## src/traffic_settings.svh

```systemverilog
// Traffic driver settings
`ifndef TRAFFIC_SETTINGS_SVH
`define TRAFFIC_SETTINGS_SVH

// data path
`define TD_LANES      4
`define TD_BURST_LEN  2

// address range walked by one pass
`define TD_COL_MAX    6
`define TD_COL_STEP   2
`define TD_ROW_MAX    1
`define TD_BANK_MAX   1

// lane n starts from base + n * step
`define TD_SEED_BASE  1
`define TD_SEED_STEP  10

`define TD_PIPE_DEPTH 3

`endif

```

## src/mem_local_pkg.sv

```systemverilog
// Memory controller local port types
`include "traffic_settings.svh"

package mem_local_pkg;

  // one data word, eight bits per lane
  typedef logic [`TD_LANES*8-1:0] local_data_t;

  // one flag per byte lane
  typedef logic [`TD_LANES-1:0] lane_mask_t;

  // command and address presented with each request
  typedef struct packed {
    logic        write_req;
    logic        read_req;
    logic        burstbegin;
    logic [5:0]  size;
    logic [2:0]  bank;
    logic [13:0] row;
    logic [9:0]  col;
  } local_cmd_t;

  // read return, no back-pressure
  typedef struct packed {
    logic        valid;
    local_data_t data;
  } local_rdata_t;

endpackage

```

## src/traffic_pkg.sv

```systemverilog
// Traffic driver internal types
package traffic_pkg;

  typedef enum logic [2:0] {
    IDLE        = 3'd0,
    WRITE_FIRST = 3'd1,
    WRITE_BEAT  = 3'd2,
    WRITE_LAST  = 3'd3,
    READ_CMD    = 3'd4,
    READ_DRAIN  = 3'd5,
    DONE        = 3'd6
  } ctrl_state_e;

  typedef struct packed {
    logic [2:0]  bank;
    logic [13:0] row;
    logic [9:0]  col;
  } mem_addr_t;

  // strobes from the FSM to the address and data generators
  typedef struct packed {
    logic addr_reset;
    logic addr_step;
    logic dgen_load;
    logic dgen_advance_wr;
  } gen_ctrl_t;

endpackage

```

## src/lfsr8.sv

```systemverilog
// Byte lane LFSR generator
module lfsr8 (
  input  logic       clk,
  input  logic       reset_n,
  input  logic [7:0] seed,
  input  logic       load,
  input  logic       advance,
  output logic [7:0] data
);

  logic [7:0] seed_safe;
  logic       feedback;

  // an all-zero state would lock up the register
  assign seed_safe = (seed == 8'd0) ? 8'd1 : seed;

  // taps 8, 6, 5, 4
  assign feedback = data[7] ^ data[5] ^ data[4] ^ data[3];

  always_ff @(posedge clk or negedge reset_n)
  begin
    if (!reset_n)
      data <= seed_safe;
    else if (load)
      data <= seed_safe;
    else if (advance)
      data <= {data[6:0], feedback};
  end

endmodule

```

## src/data_gen.sv

```systemverilog
// Write and expected data generator
`include "traffic_settings.svh"

module data_gen (
  input  logic                      clk,
  input  logic                      reset_n,
  input  logic                      load,
  input  logic                      advance,
  output mem_local_pkg::local_data_t data
);

  import mem_local_pkg::*;

  localparam int LANES = $bits(local_data_t) / 8;

  // one independent sequence per byte lane, all stepping together
  for (genvar i = 0; i < LANES; i++)
  begin : g_lane
    localparam logic [7:0] LANE_SEED = 8'(`TD_SEED_BASE + i * `TD_SEED_STEP);

    lfsr8 u_lfsr (
      .clk     (clk),
      .reset_n (reset_n),
      .seed    (LANE_SEED),
      .load    (load),
      .advance (advance),
      .data    (data[8*i +: 8])
    );
  end

endmodule

```

## src/addr_gen.sv

```systemverilog
// Sequential address counter
`include "traffic_settings.svh"

module addr_gen (
  input  logic                   clk,
  input  logic                   reset_n,
  input  logic                   addr_reset,
  input  logic                   addr_step,
  output traffic_pkg::mem_addr_t addr,
  output logic                   addr_last
);

  import traffic_pkg::*;

  localparam logic [9:0]  COL_MAX  = 10'(`TD_COL_MAX);
  localparam logic [9:0]  COL_STEP = 10'(`TD_COL_STEP);
  localparam logic [13:0] ROW_MAX  = 14'(`TD_ROW_MAX);
  localparam logic [2:0]  BANK_MAX = 3'(`TD_BANK_MAX);

  mem_addr_t addr_next;

  assign addr_last = (addr.col == COL_MAX) && (addr.row == ROW_MAX) && (addr.bank == BANK_MAX);

  // column innermost, then row, then bank
  always_comb
  begin
    addr_next = addr;
    if (addr.col >= COL_MAX)
    begin
      addr_next.col = '0;
      if (addr.row == ROW_MAX)
      begin
        addr_next.row  = '0;
        addr_next.bank = (addr.bank == BANK_MAX) ? 3'd0 : addr.bank + 3'd1;
      end
      else
        addr_next.row = addr.row + 14'd1;
    end
    else
      addr_next.col = addr.col + COL_STEP;
  end

  always_ff @(posedge clk or negedge reset_n)
  begin
    if (!reset_n)
      addr <= '0;
    else if (addr_reset)
      addr <= '0;
    else if (addr_step)
      addr <= addr_next;
  end

endmodule

```

## src/traffic_ctrl.sv

```systemverilog
// Write and read pass controller
`include "traffic_settings.svh"

module traffic_ctrl (
  input  logic                      clk,
  input  logic                      reset_n,
  input  logic                      local_ready,
  input  logic                      rdata_valid,
  input  logic                      addr_last,
  output mem_local_pkg::local_cmd_t cmd_req,
  output traffic_pkg::gen_ctrl_t    gen,
  output logic                      test_complete
);

  import mem_local_pkg::*;
  import traffic_pkg::*;

  // address fields are filled in at the top level
  localparam local_cmd_t CMD_BASE = '{size: 6'(`TD_BURST_LEN), default: '0};
  localparam logic [5:0] LAST_BEAT = 6'(`TD_BURST_LEN - 1);
  localparam logic [7:0] BURST_BEATS = 8'(`TD_BURST_LEN);

  ctrl_state_e state;
  ctrl_state_e state_next;
  logic        armed;
  logic [5:0]  beat_cnt;
  logic [7:0]  rd_outstanding;
  logic        wr_accept;
  logic        rd_accept;
  logic        last_beat;

  // ----------------------------------------------------------
  // request and strobe decode
  // ----------------------------------------------------------
  always_comb
  begin
    cmd_req            = CMD_BASE;
    cmd_req.write_req  = (state == WRITE_FIRST) || (state == WRITE_BEAT);
    cmd_req.read_req   = (state == READ_CMD);
    cmd_req.burstbegin = (state == WRITE_FIRST) || (state == READ_CMD);
  end

  assign wr_accept = cmd_req.write_req & local_ready;
  assign rd_accept = cmd_req.read_req & local_ready;
  assign last_beat = (beat_cnt == LAST_BEAT);

  // reload before each write pass and again before the read pass
  assign gen.addr_reset      = (state == IDLE) || (state == WRITE_LAST) || (state == DONE);
  assign gen.dgen_load       = gen.addr_reset;
  assign gen.addr_step       = (wr_accept & last_beat) | rd_accept;
  // write beats as accepted, read beats as they come back
  assign gen.dgen_advance_wr = wr_accept | rdata_valid;

  assign test_complete = (state == DONE);

  // ----------------------------------------------------------
  // next state
  // ----------------------------------------------------------
  always_comb
  begin
    state_next = state;
    case (state)
      IDLE:
        if (armed)
          state_next = WRITE_FIRST;
      WRITE_FIRST, WRITE_BEAT:
        if (wr_accept)
        begin
          if (!last_beat)
            state_next = WRITE_BEAT;
          else if (addr_last)
            state_next = WRITE_LAST;
          else
            state_next = WRITE_FIRST;
        end
      WRITE_LAST:
        state_next = READ_CMD;
      READ_CMD:
        if (rd_accept && addr_last)
          state_next = READ_DRAIN;
      READ_DRAIN:
        if (rd_outstanding == 8'd0)
          state_next = DONE;
      DONE:
        state_next = WRITE_FIRST;
      default:
        state_next = IDLE;
    endcase
  end

  always_ff @(posedge clk or negedge reset_n)
  begin
    if (!reset_n)
    begin
      state    <= IDLE;
      armed    <= 1'b0;
      beat_cnt <= '0;
    end
    else
    begin
      state <= state_next;
      // idle spends one cycle on the reload
      if (state == IDLE)
        armed <= 1'b1;
      if (wr_accept)
        beat_cnt <= last_beat ? 6'd0 : beat_cnt + 6'd1;
    end
  end

  // beats requested but not yet returned
  always_ff @(posedge clk or negedge reset_n)
  begin
    if (!reset_n)
      rd_outstanding <= '0;
    else if (rd_accept && rdata_valid)
      rd_outstanding <= rd_outstanding + BURST_BEATS - 8'd1;
    else if (rd_accept)
      rd_outstanding <= rd_outstanding + BURST_BEATS;
    else if (rdata_valid)
      rd_outstanding <= rd_outstanding - 8'd1;
  end

endmodule

```

## src/data_checker.sv

```systemverilog
// Read data lane checker
`include "traffic_settings.svh"

module data_checker (
  input  logic                        clk,
  input  logic                        reset_n,
  input  mem_local_pkg::local_data_t  expected,
  input  mem_local_pkg::local_rdata_t rdata,
  output mem_local_pkg::lane_mask_t   pnf_per_byte,
  output logic                        pnf_persist
);

  import mem_local_pkg::*;

  // compare and hold take two of the stages
  localparam int OUT_STAGES = `TD_PIPE_DEPTH - 2;

  lane_mask_t lane_match;
  lane_mask_t compare_reg;
  lane_mask_t hold_reg;
  logic       valid_reg;
  logic       beat_seen;
  logic       fail_seen;
  lane_mask_t pnf_pipe [OUT_STAGES];
  logic       persist_pipe [OUT_STAGES];

  always_comb
  begin
    for (int i = 0; i < `TD_LANES; i++)
      lane_match[i] = (expected[8*i +: 8] == rdata.data[8*i +: 8]);
  end

  // ----------------------------------------------------------
  // compare and hold stages
  // ----------------------------------------------------------
  always_ff @(posedge clk or negedge reset_n)
  begin
    if (!reset_n)
    begin
      compare_reg <= '1;
      valid_reg   <= 1'b0;
      hold_reg    <= '1;
      beat_seen   <= 1'b0;
      fail_seen   <= 1'b0;
    end
    else
    begin
      compare_reg <= lane_match;
      valid_reg   <= rdata.valid;
      if (valid_reg)
      begin
        hold_reg  <= compare_reg;
        beat_seen <= 1'b1;
        // sticky until reset
        if (!(&compare_reg))
          fail_seen <= 1'b1;
      end
    end
  end

  // output register stages
  always_ff @(posedge clk or negedge reset_n)
  begin
    if (!reset_n)
    begin
      for (int s = 0; s < OUT_STAGES; s++)
      begin
        pnf_pipe[s]     <= '1;
        persist_pipe[s] <= 1'b0;
      end
    end
    else
    begin
      pnf_pipe[0]     <= hold_reg;
      persist_pipe[0] <= beat_seen & ~fail_seen;
      for (int s = 1; s < OUT_STAGES; s++)
      begin
        pnf_pipe[s]     <= pnf_pipe[s-1];
        persist_pipe[s] <= persist_pipe[s-1];
      end
    end
  end

  assign pnf_per_byte = pnf_pipe[OUT_STAGES-1];
  assign pnf_persist  = persist_pipe[OUT_STAGES-1];

endmodule

```

## src/traffic_driver.sv

```systemverilog
// Memory traffic driver top level
module traffic_driver (
  input  logic                        clk,
  input  logic                        reset_n,
  input  logic                        local_ready,
  input  mem_local_pkg::local_rdata_t rdata,
  output mem_local_pkg::local_cmd_t   cmd,
  output mem_local_pkg::local_data_t  wdata,
  output mem_local_pkg::lane_mask_t   pnf_per_byte,
  output logic                        pnf_persist,
  output logic                        test_complete
);

  import mem_local_pkg::*;
  import traffic_pkg::*;

  local_cmd_t cmd_req;
  gen_ctrl_t  gen;
  mem_addr_t  addr;
  logic       addr_last;

  // request fields from the FSM, address from the counter
  assign cmd = '{write_req:  cmd_req.write_req,
                 read_req:   cmd_req.read_req,
                 burstbegin: cmd_req.burstbegin,
                 size:       cmd_req.size,
                 bank:       addr.bank,
                 row:        addr.row,
                 col:        addr.col};

  traffic_ctrl u_ctrl (
    .clk           (clk),
    .reset_n       (reset_n),
    .local_ready   (local_ready),
    .rdata_valid   (rdata.valid),
    .addr_last     (addr_last),
    .cmd_req       (cmd_req),
    .gen           (gen),
    .test_complete (test_complete)
  );

  addr_gen u_addr (
    .clk        (clk),
    .reset_n    (reset_n),
    .addr_reset (gen.addr_reset),
    .addr_step  (gen.addr_step),
    .addr       (addr),
    .addr_last  (addr_last)
  );

  // same word serves as write data and as the expected read data
  data_gen u_dgen (
    .clk     (clk),
    .reset_n (reset_n),
    .load    (gen.dgen_load),
    .advance (gen.dgen_advance_wr),
    .data    (wdata)
  );

  data_checker u_check (
    .clk          (clk),
    .reset_n      (reset_n),
    .expected     (wdata),
    .rdata        (rdata),
    .pnf_per_byte (pnf_per_byte),
    .pnf_persist  (pnf_persist)
  );

endmodule

```

## config.mk

```make
export PLATFORM = sky130hd
export DESIGN_NAME = traffic_driver
export DESIGN_NICKNAME = d
export VERILOG_FILES = /design/src/mem_local_pkg.sv /design/src/traffic_pkg.sv /design/src/lfsr8.sv /design/src/data_gen.sv /design/src/addr_gen.sv /design/src/traffic_ctrl.sv /design/src/data_checker.sv /design/src/traffic_driver.sv
export VERILOG_INCLUDE_DIRS = /design/src
export SDC_FILE = /design/constraint.sdc
export NUM_CORES = 1
export LEC_CHECK = 0
export ABC_AREA = 1
export BUFFER_PORTS_ARGS = -buffer_cell sky130_fd_sc_hd__buf_2
export CAP_MARGIN = 20
export CORE_UTILIZATION = 40
export CTS_CLUSTER_DIAMETER = 150
export DETAILED_ROUTE_END_ITERATION = 8
export SETUP_SLACK_MARGIN = 0.3
export SKIP_CTS_REPAIR_TIMING = 1
export SYNTH_ARGS = -nofsm -noshare
export SYNTH_HDL_FRONTEND = slang
export SYNTH_SLANG_ARGS = --single-unit
```

## constraint.sdc

```tcl
create_clock -name clk -period 4.06 [get_ports clk]
set_clock_uncertainty 0.05 [all_clocks]
set_input_delay 1.218 -clock clk [delete_from_list [all_inputs] [get_ports clk]]
set_output_delay 1.218 -clock clk [all_outputs]
set_load 0.005 [all_outputs]
```

**After elaboration in Yosys (flattened, before gate mapping)**

Index checks and enable logic that the tools add are counted.

- Register bits: 93
- Input port bits: 36
- Output and inout port bits: 74
- Logic and storage cells: 111

- Add/subtract/negate cells: 7
- Order comparisons: 1
- Equality and inequality tests: 18
- Multiplexer cells: 26
- Bitwise logic cells: 20
- Reductions and logical operators: 21

Operators by type and width:

| cell | number |
|---|---|
| $mux W8 | 11 |
| $mux W27 | 2 |
| $eq A8 B8 Y1 | 4 |
| $mux W3 | 7 |
| $pmux W3 S6 | 1 |
| $mux W17 | 1 |
| $sub A8 B1 Y8 const B | 2 |
| $add A14 B1 Y14 const B | 1 |
| $eq A14 B1 Y1 const B | 1 |
| $mux W14 | 1 |
| $xor A1 B1 Y1 | 12 |
| $add A10 B2 Y10 const B | 1 |
| $eq A10 B3 Y1 const B | 1 |
| $ge A10 B3 Y1 const B | 1 |
| $mux W10 | 1 |
| $eq A3 B3 Y1 const B | 3 |
| $add A8 B2 Y8 const B | 1 |
| $logic_not A8 Y1 | 1 |
| $reduce_and A4 Y1 | 2 |
| $reduce_bool A2 Y1 | 4 |
| $add A6 B1 Y6 const B | 1 |
| $eq A3 B1 Y1 const B | 2 |
| $eq A3 B2 Y1 const B | 2 |
| $eq A6 B1 Y1 const B | 1 |
| other kinds (15) | 29 |

**Longest topological paths before layout**

Gate-level depths: netlist (run 1).

- Depth in word-level cells: 7
- Gate-level depth with buffers: 12

**Least setup slack after synthesis (run 1)**

Ideal clock, no wire load.

- Path kind: input -> register
- Start: in rdata[32] (netlist bit)
- End: reg u_ctrl.rd_outstanding[4]
- Arrival time: 2193 ps
- Required time: 3893 ps
- Slack: 1700 ps
- Stages: 8
- Buffers on the path: 1
- Path through: clkbuf_1 inv_1 nor2_1 inv_1 nand3_1 nand2_1 nand2_1 nand2_1

- Longest elaborated chain between the ends: 2

RTL lines:

| what | line | RTL |
|---|---|---|
| start: declaration | traffic_driver.sv:6 | `input mem_local_pkg::local_rdata_t rdata,` |
| $logic_and A1 B1 Y1 | traffic_ctrl.sv:115 | `else if (rd_accept && rdata_valid)` |
| $reduce_bool A3 Y1 (no source line) or $mux W8 (tied branches) | -- |  |
| end signal: assignment | traffic_ctrl.sv:116 | `rd_outstanding <= rd_outstanding + BURST_BEATS - 8'd1;` |
| end signal: assignment | traffic_ctrl.sv:118 | `rd_outstanding <= rd_outstanding + BURST_BEATS;` |
| end signal: assignment | traffic_ctrl.sv:120 | `rd_outstanding <= rd_outstanding - 8'd1;` |
| end: declaration | traffic_ctrl.sv:27 | `logic [7:0] rd_outstanding;` |

Several ways; a longest one is shown, not always the timed one.
A chain may end at the register's enable or synchronous reset.

==> results.json, run 1 <==
{
  "r2r_setup_slack_ns": 1.55,
  "outcome": "completed",
  "grt_pass1_wl_mm": 21.0,
  "vdd_ir_drop_max_v": 0.000267,
  "clock-root-buffer": "clkbuf_16",
  "worstPathArrival_ns": 1.39,
  "grt-ovfl-total": 0,
  "synth_xor_area_share_pct": 7.43,
  "via_count": 4749,
  "path_clk_slew_ns": 0.06,
  "cts_sinks": 92,
  "required_ns": 2.79,
  "synth.mux.area_fraction_pct": 0,
  "crit_buf_inv": 2,
  "rsz0062_at_grt": "no",
  "wl_per_cell_um": 12.6,
  "crit_family": "flip-flops",
  "fin_setup_tns_ns": 0,
  "drive_gt1_share_pct": 19.7,
  "ys_warn_count": 0,
  "place_area_um2": 6000,
  "synth-compound-area-share_pct": 7.85,
  "clk-insertion-delay-late_ns": 0.34,
  "setup_violations": 0,
  "largest_register_ffs": 32,
  "die_w_um": 118,
  "cts_made_buffers": 9,
  "hold_viol_final": 0,
  "syn2layout_area_growth_pct": 16.1,
  "antennaDiodeCount": 0,
  "drv_slew": 0,
  "die_y_um": 118,
  "via_per_inst": 4.83,
  "synthesis.area_um2": 5420,
  "max-slew-margin-rel_pct": 54.7,
  "slowest_delay_ns": 0.42,
  "ys_ff_latch": 92,
  "nFillCells": 1357,
  "layout.nets": 850,
  "avgSynthCellArea_um2": 7.65,
  "core_area_um2": 13200,
  "yosys.area_share.adder_pct": 2.77,
  "reg_top3": "u_dgen.g_lane.u_lfsr.data: 32 flops, u_addr.addr: 26 flops, u_ctrl.rd_outstanding: 8 flops",
  "synth_top_family_by_area": "simple AND/OR/NAND/NOR gates",
  "worstMarginPinSlew_ns": 0.679,
  "grt_max_degree": 65,
  "grt_pass1_vias": 4449,
  "drt_iter0_drc": 303,
  "pin_count": 110,
  "fmax_mhz": 376,
  "io_buffer_count": 102,
  "seq_area_frac_synth_pct": 43.0,
  "cts.path.max_buffers": 2,
  "antenna_found_initial": 0,
  "cts_tree": "yes",
  "place_congestion": 0.859,
  "grt_usage_pct": 18.4,
  "path_cells": "nor2_2, nand2_1, inv_1, buf_2",
  "maxCapViolCount": 0,
  "num_rows": 42,
  "final_area_um2": 6300,
  "startpoint_type": "flip-flop",
  "route.detailed.drc": 0,
  "power.leakage_nw": 3.09,
  "min_period_ns": 2.66,
  "final_common_cell": "nand2_1",
  "cp_slowest_cell": "dfrtp_1",
  "crit_type": "flip-flop to primary output",
  "hpwl_mm": 9.09,
  "mostFrequentLayoutCells": "nand2_1 (148), buf_2 (101), inv_1 (90)",
  "hold_path_class": "flip-flop to flip-flop",
  "htree_num_levels": 3,
  "ant_nets": 0,
  "dieArea_um2": 14000,
  "syn_inst": 709,
  "start_util_pct": 40.9,
  "regMostFlops": "u_dgen.g_lane.u_lfsr.data",
  "dr.pass1.iters": 4,
  "wl_mm": 12.4,
  "worstSetupEndpointType": "primary output",
  "cellPowerDensity_nw_per_um2": 697,
  "ys_types": 35,
  "fin_crit_sh_pct": 65.4,
  "yosys.area_share.simple_pct": 28.8,
  "crit_path_max_fanout": 5
}
-- cell type report --
class	instances	area, um^2	area share (%)
multi-input cells	502	2570	40.8
clock buffers	11	233	3.70
repair buffers	104	528	8.39
clock inverters	5	63.8	1.01
inverters	93	352	5.58
flip-flops and latches	92	2330	37.0
well taps	176	220	3.50
-- routing by layer --
metal / part of all wire (%) / global-route usage, %
met4: 2.4 / 7.28
met3: 3.7 / 3.43
met2: 47 / 30.7
met1: 47 / 23.7
met5: 0 / 0
-- final timing paths --
| path | from | depth (start not counted) | end |
|---|---|---|---|
| worst min-delay path | u_check.hold_reg[3] | 0 | u_check.pnf_per_byte[3] |
| worst max register to register | u_ctrl.state[2] | 9 | u_dgen.g_lane[3].u_lfsr.data[5] |
| worst max-delay path | u_ctrl.state[0] | 4 | cmd[34] |
| worst min register to register | u_check.hold_reg[3] | 0 | u_check.pnf_per_byte[3] |
| min in group asynchronous | reset_n | 1 | u_check.fail_seen |
| max in group asynchronous | reset_n | 2 | u_dgen.g_lane[1].u_lfsr.data[1] |
-- Yosys cell counts --
cell type / instances / area, um^2
buf_4: 11 / 82.6
a21oi_2: 2 / 17.5
buf_2: 7 / 35.0
dfstp_2: 24 / 631
a21boi_0: 1 / 7.51
nand2_4: 2 / 22.5
xor2_1: 4 / 35.0
nand3_1: 72 / 360
o211ai_1: 1 / 7.51
o21bai_1: 2 / 15.0
nand2_2: 1 / 6.26
nand4_1: 25 / 156
nand3_2: 2 / 20.0
or2_2: 5 / 31.3
nor4_1: 1 / 6.26
inv_2: 1 / 3.75
dfrtp_1: 68 / 1700
nor2_1: 89 / 334
nor3_1: 8 / 40.0
nor2_2: 2 / 12.5
o22ai_1: 1 / 6.26
o21ai_0: 29 / 145
clkbuf_1: 4 / 15.0
conb_1: 2 / 7.51
inv_4: 1 / 6.26
a31oi_1: 1 / 6.26
a21oi_1: 19 / 95.1
nand2_1: 148 / 556
buf_6: 5 / 56.3
nand3_4: 1 / 17.5
inv_1: 90 / 338
ha_1: 12 / 150
xnor2_1: 42 / 368
clkinv_1: 1 / 3.75
o21ai_1: 25 / 125
-- power by group --
group | total, W | internal, W | leakage [nW] | switching, W
logic | 0.00197 | 0.000750 | 1.82 | 0.00122
clock network | 0.000842 | 0.000481 | 0.140 | 0.000361
registers | 0.00157 | 0.00120 | 1.12 | 0.000369
total | 0.00439 | 0.00244 | 3.09 | 0.00195
-- cells by family (layout without fill, tap and decap cells) --
| kind of cell | Yosys count | after routing |
|---|---|---|
| flops | 92 | 92 |
| simple gates | 356 | 356 |
| other cells | 2 | 7 |
| fa+ha+maj | 12 | 12 |
| buf+inv | 120 | 213 |
| xor+xnor | 46 | 46 |
| compound gates | 81 | 81 |
-- through the flow --
stage	utilization [%]	setup slack, ns	power (W)	instances	hold WS [ns]
detailed placement	45.3	1.25	0.00357	967	0.308
finish	47.5	1.40	0.00439	983	0.316
global route	47.5	1.31	0.00478	983	0.324
CTS	47.5	1.39	0.00443	983	0.319
floorplan	-	1.70	0.00309	714	0.304
global placement	45.3	1.29	0.00351	967	0.308
Note: power is estimated with default switching activity, not from simulation.
==> inputs of run 2 (changes only) <==
==> constraint.sdc (replaced) <==
create_clock -name clk -period 2.65 [get_ports clk]
set_clock_uncertainty 0.05 [all_clocks]
set_input_delay 0.795 -clock clk [delete_from_list [all_inputs] [get_ports clk]]
set_output_delay 0.795 -clock clk [all_outputs]
set_load 0.005 [all_outputs]
==> run 2 against run 1 <==
Compared with the run above: flip-flop and latch count stayed put; register-to-register slack worse by 1.0 ns; power increased by 57%; clock power up 63%; non-clock buffer count is 3 higher; sequential share of layout area is 0.44 points lower; first-iteration DRC count down 13%; die area stayed put; setup slack worse by 0.96 ns; combinational power is 57% higher; count of clock-buffer cells in the layout stayed put; critical path type unchanged; largest power group unchanged; highest routed layer unchanged.
==> results.json, run 2 (synthesized netlist as in run 1, its figures left out) <==
{
  "endpoint": "cmd[34]",
  "swShare_pct": 44.1,
  "whs_ns": 0.319,
  "io_buffer_count": 102,
  "cellPowerDensity_nw_per_um2": 1080,
  "fmax_mhz": 453,
  "p_total_w": 0.00687,
  "dr.pass1.iters": 5,
  "start_util_pct": 40.9,
  "fin_crit_sh_pct": 83.2,
  "final_common_cell": "nand2_1",
  "finalNonFillerCells": 987,
  "antennaDiodeCount": 0,
  "outcome": "completed",
  "hpwl_mm": 9.20,
  "drive_gt1_share_pct": 20.2,
  "setup_violations": 0,
  "crit_path_max_fanout": 6,
  "startpoint_type": "flip-flop",
  "clkPwrFrac_pct": 19.9,
  "worstPathArrival_ns": 1.36,
  "seqPwrFrac_pct": 35.0,
  "regToRegStartpoint": "u_ctrl.state[1]",
  "grt_pass1_vias": 4421,
  "route.detailed.drc": 0,
  "drt_iter0_drc": 263,
  "die_w_um": 118,
  "grt_max_degree": 65,
  "dieArea_um2": 14000,
  "pin_count": 110,
  "htree_num_levels": 3,
  "worstMarginPinSlew_ns": 0.634,
  "num_rows": 42,
  "path_clk_slew_ns": 0.07,
  "largest_register_ffs": 32,
  "place_congestion": 0.919,
  "r2r_setup_slack_ns": 0.53,
  "nFillCells": 1326,
  "rsz0062_at_grt": "no",
  "ant_nets": 0,
  "crit_type": "flip-flop to primary output",
  "min_period_ns": 2.21,
  "vdd_ir_drop_max_v": 0.000540,
  "cts_sinks": 92,
  "mostFrequentLayoutCells": "nand2_1 (148), buf_2 (101), inv_1 (90)",
  "regMostFlops": "u_dgen.g_lane.u_lfsr.data",
  "reg_top3": "u_dgen.g_lane.u_lfsr.data: 32 flops, u_addr.addr: 26 flops, u_ctrl.rd_outstanding: 8 flops",
  "min_from": "u_check.hold_reg[0]",
  "required_ns": 1.81,
  "core_area_um2": 13200,
  "cts_made_buffers": 9,
  "clk-insertion-delay-late_ns": 0.35,
  "hold_path_class": "flip-flop to flip-flop",
  "power.leakage_nw": 3.13,
  "cts.path.max_buffers": 2,
  "via_count": 4820,
  "combPwrFrac_pct": 45.2,
  "worstSetupEndpointType": "primary output",
  "grt_pass1_wl_mm": 21.2,
  "antenna_found_initial": 0,
  "layout.nets": 854,
  "syn2layout_area_growth_pct": 17.5,
  "via_per_inst": 4.88,
  "p_switching_w": 0.00304,
  "wl_mm": 12.6,
  "grt_usage_pct": 18.6,
  "cts_tree": "yes",
  "die_y_um": 118,
  "grt-ovfl-total": 0,
  "r2r_end": "u_addr.addr[2]",
  "setup.worst_path.start": "u_ctrl.state[1]",
  "p_int_w": 0.00384,
  "placed_cells": 970,
  "fin_setup_tns_ns": 0,
  "drv_slew": 0,
  "wl_per_cell_um": 12.7,
  "max-slew-margin-rel_pct": 57.4,
  "clock-root-buffer": "clkbuf_16",
  "maxCapViolCount": 0,
  "hold_viol_final": 0,
  "reg2reg_depth": 9
}
[run 2: worst min-delay path by stage]
| stage | end | slack [ns] | depth (start not counted) |
|---|---|---|---|
| after global placement | u_check.pnf_per_byte[1] | 0.31 | 0 |
| after CTS | u_check.pnf_per_byte[0] | 0.32 | 0 |
| after detailed placement | u_check.pnf_per_byte[1] | 0.31 | 0 |
| after global routing | u_check.pnf_per_byte[0] | 0.32 | 0 |
| final | u_check.pnf_per_byte[0] | 0.32 | 0 |
| after floorplan | u_check.pnf_per_byte[0] | 0.30 | 0 |
[run 2: critical path: stages (launching register included)]
cell     delay [ns]
dfrtp_1        0.44
nor2_2         0.20
nand2_1        0.15
inv_1          0.11
buf_2          0.11
[run 2: power by group through the flow]
stage | Sequential, W | Clock [W] | Combinational, W
5_1_grt | 0.00248 | 0.00146 | 0.00358
6_report | 0.00240 | 0.00137 | 0.00310
3_3_place_gp | 0.00242 | 0 | 0.00300
3_5_place_dp | 0.00242 | 0 | 0.00308
2_1_floorplan | 0.00226 | 0 | 0.00247
4_1_cts | 0.00241 | 0.00141 | 0.00309
[run 2: cell type report]
cell class | count | area, um^2 | area share [%]
multi-input cells | 503 | 2580 | 40.6
flip-flops and latches | 92 | 2330 | 36.6
repair buffers | 107 | 563 | 8.84
inverters | 93 | 352 | 5.52
clock buffers | 11 | 254 | 3.99
well taps | 176 | 220 | 3.46
clock inverters | 5 | 65.1 | 1.02
[run 2: through the flow]
step                      util, %  cell area, um^2  setup WS, ns
after global routing         48.1             6370         0.307
after CTS                    48.0             6350         0.308
after global placement       45.6             6030         0.388
after floorplan                 -             5440         0.713
after detailed placement     45.6             6030         0.322
final                        48.1             6370         0.444
[run 2: routing by layer]
metal	wire (um)	vias up	track usage, %
li1	-	2444	-
met1	5940	2246	24.3
met2	5820	112	30.1
met3	507	18	4.44
met4	291	0	6.57
met5	0	-	0
==> inputs of run 3 (changes only) <==
==> constraint.sdc (replaced) <==
create_clock -name clk -period 2.2 [get_ports clk]
set_clock_uncertainty 0.05 [all_clocks]
set_input_delay 0.66 -clock clk [delete_from_list [all_inputs] [get_ports clk]]
set_output_delay 0.66 -clock clk [all_outputs]
set_load 0.005 [all_outputs]
==> run 3 against run 2 <==
Compared with the run above: cell area up 2.3%; critical path depth rose by 1; hold slack got worse by 0.12 ns; critical path type unchanged; setup slack got worse by 0.21 ns; first-iteration DRC count is 32% higher; register-to-register slack worse by 0.12 ns; sequential share of layout area fell by 0.73 points; power up 23%; clock power is 7% higher; combinational power rose by 31%; highest routed layer unchanged.
==> results.json, run 3 (synthesized netlist as in run 1, its figures left out) <==
{
  "hold_path_class": "input port to async pin",
  "clock-root-buffer": "clkbuf_16",
  "dieArea_um2": 14000,
  "syn2layout_area_growth_pct": 20.2,
  "die_y_um": 118,
  "max-slew-margin-rel_pct": 55.7,
  "fin_setup_tns_ns": 0,
  "r2r_end": "u_addr.addr[1]",
  "largest_register_ffs": 32,
  "vdd_ir_drop_max_v": 0.000613,
  "cts_made_buffers": 9,
  "pin_count": 110,
  "grt-ovfl-total": 0,
  "required_ns": 1.49,
  "final_area_um2": 6520,
  "fmax_mhz": 509,
  "drv_slew": 0,
  "p_int_w": 0.00472,
  "nFillCells": 1321,
  "route.detailed.drc": 0,
  "core_area_um2": 13200,
  "place_area_um2": 6120,
  "hold_viol_final": 0,
  "rsz0062_at_grt": "yes",
  "worstPathArrival_ns": 1.26,
  "worstSetupEndpointType": "primary output",
  "antennaDiodeCount": 0,
  "place_congestion": 0.897,
  "regToRegStartpoint": "u_ctrl.state[2]",
  "reg2reg_depth": 10,
  "seqPwrFrac_pct": 34.5,
  "startpoint_type": "flip-flop",
  "clkPwrFrac_pct": 17.4,
  "wl_per_cell_um": 12.6,
  "cellPowerDensity_nw_per_um2": 1290,
  "io_buffer_count": 102,
  "maxCapViolCount": 0,
  "path_clk_slew_ns": 0.06,
  "p_switching_w": 0.00371,
  "combPwrFrac_pct": 48.1,
  "regMostFlops": "u_dgen.g_lane.u_lfsr.data",
  "htree_num_levels": 3,
  "dr.pass1.iters": 5,
  "final_common_cell": "nand2_1",
  "setup_violations": 0,
  "ant_nets": 0,
  "crit_type": "flip-flop to primary output",
  "clk-insertion-delay-late_ns": 0.34,
  "power.leakage_nw": 3.18,
  "cts_sinks": 92,
  "grt_pass1_vias": 4645,
  "hpwl_mm": 9.37,
  "cts_tree": "yes",
  "crit_path_max_fanout": 6,
  "grt_max_degree": 31,
  "via_per_inst": 4.88,
  "min_period_ns": 1.97,
  "wl_mm": 12.7,
  "grt_usage_pct": 19.1,
  "drive_gt1_share_pct": 23.2,
  "fin_crit_sh_pct": 89.3,
  "layout.nets": 868,
  "num_rows": 42,
  "r2r_setup_slack_ns": 0.41,
  "worstMarginPinSlew_ns": 0.659,
  "whs_ns": 0.195,
  "mostFrequentLayoutCells": "nand2_1 (146), buf_2 (101), nor2_1 (88)",
  "post-place-ws_ns": 0.291,
  "outcome": "completed",
  "reg_top3": "u_dgen.g_lane.u_lfsr.data: 32 flops, u_addr.addr: 26 flops, u_ctrl.rd_outstanding: 8 flops",
  "drt_iter0_drc": 346,
  "worst_slack_ns": 0.235,
  "start_util_pct": 40.9,
  "swShare_pct": 44.0,
  "die_w_um": 118,
  "cts.path.max_buffers": 2,
  "via_count": 4885,
  "antenna_found_initial": 0,
  "grt_pass1_wl_mm": 21.6
}
## run 3: worst max-delay path by stage
| stage | to | start | depth (start not counted) | slack (ns) |
|---|---|---|---|---|
| after floorplan | u_ctrl.rd_outstanding[4] | rdata[32] | 8 | 0.40 |
| after global placement | u_ctrl.rd_outstanding[7] | local_ready | 8 | 0.32 |
| after detailed placement | u_addr.addr[1] | local_ready | 7 | 0.29 |
| after CTS | cmd[34] | u_ctrl.state[1] | 4 | 0.12 |
| after global routing | cmd[35] | u_ctrl.state[1] | 5 | 0.18 |
| final | cmd[35] | u_ctrl.state[1] | 5 | 0.23 |
## run 3: cell type report
| type | count | area, um^2 | area share [%] |
|---|---|---|---|
| clock buffer | 11 | 243 | 3.73 |
| clock inverter | 5 | 37.5 | 0.576 |
| inverter | 93 | 354 | 5.43 |
| multi-input combinational | 502 | 2610 | 40.0 |
| sequential | 92 | 2340 | 35.9 |
| tap | 176 | 220 | 3.38 |
| timing repair buffer | 122 | 717 | 11.0 |
## run 3: worst max-delay path, cell delays in order, from the launching register on
cell	delay, ns
dfrtp_2	0.45
nor2_4	0.16
inv_1	0.07
nand3_2	0.07
inv_2	0.05
buf_2	0.12
## run 3: per-stage QoR
| step | cells | util, % | total power (W) |
|---|---|---|---|
| finish | 1001 | 49.2 | 0.00843 |
| global route | 1001 | 49.2 | 0.00920 |
| CTS | 993 | 48.4 | 0.00827 |
| detailed placement | 977 | 46.2 | 0.00676 |
| global placement | 977 | 46.2 | 0.00665 |
| floorplan | 714 | - | 0.00570 |
## run 3: power by group through the flow
stage	sequential (W)	clock [W]	combinational (W)
after floorplan	0.00273	0	0.00298
after global placement	0.00291	0	0.00374
after detailed placement	0.00292	0	0.00384
after CTS	0.00290	0.00151	0.00386
after global routing	0.00299	0.00158	0.00463
final	0.00291	0.00147	0.00405
## run 3: routing by layer
metal,wire (um),up-vias,GRT usage (%)
met4,204,0,8.23
met5,0,-,0
met1,5840,2268,24.3
li1,-,2486,-
met3,417,16,3.19
met2,6190,115,32.0
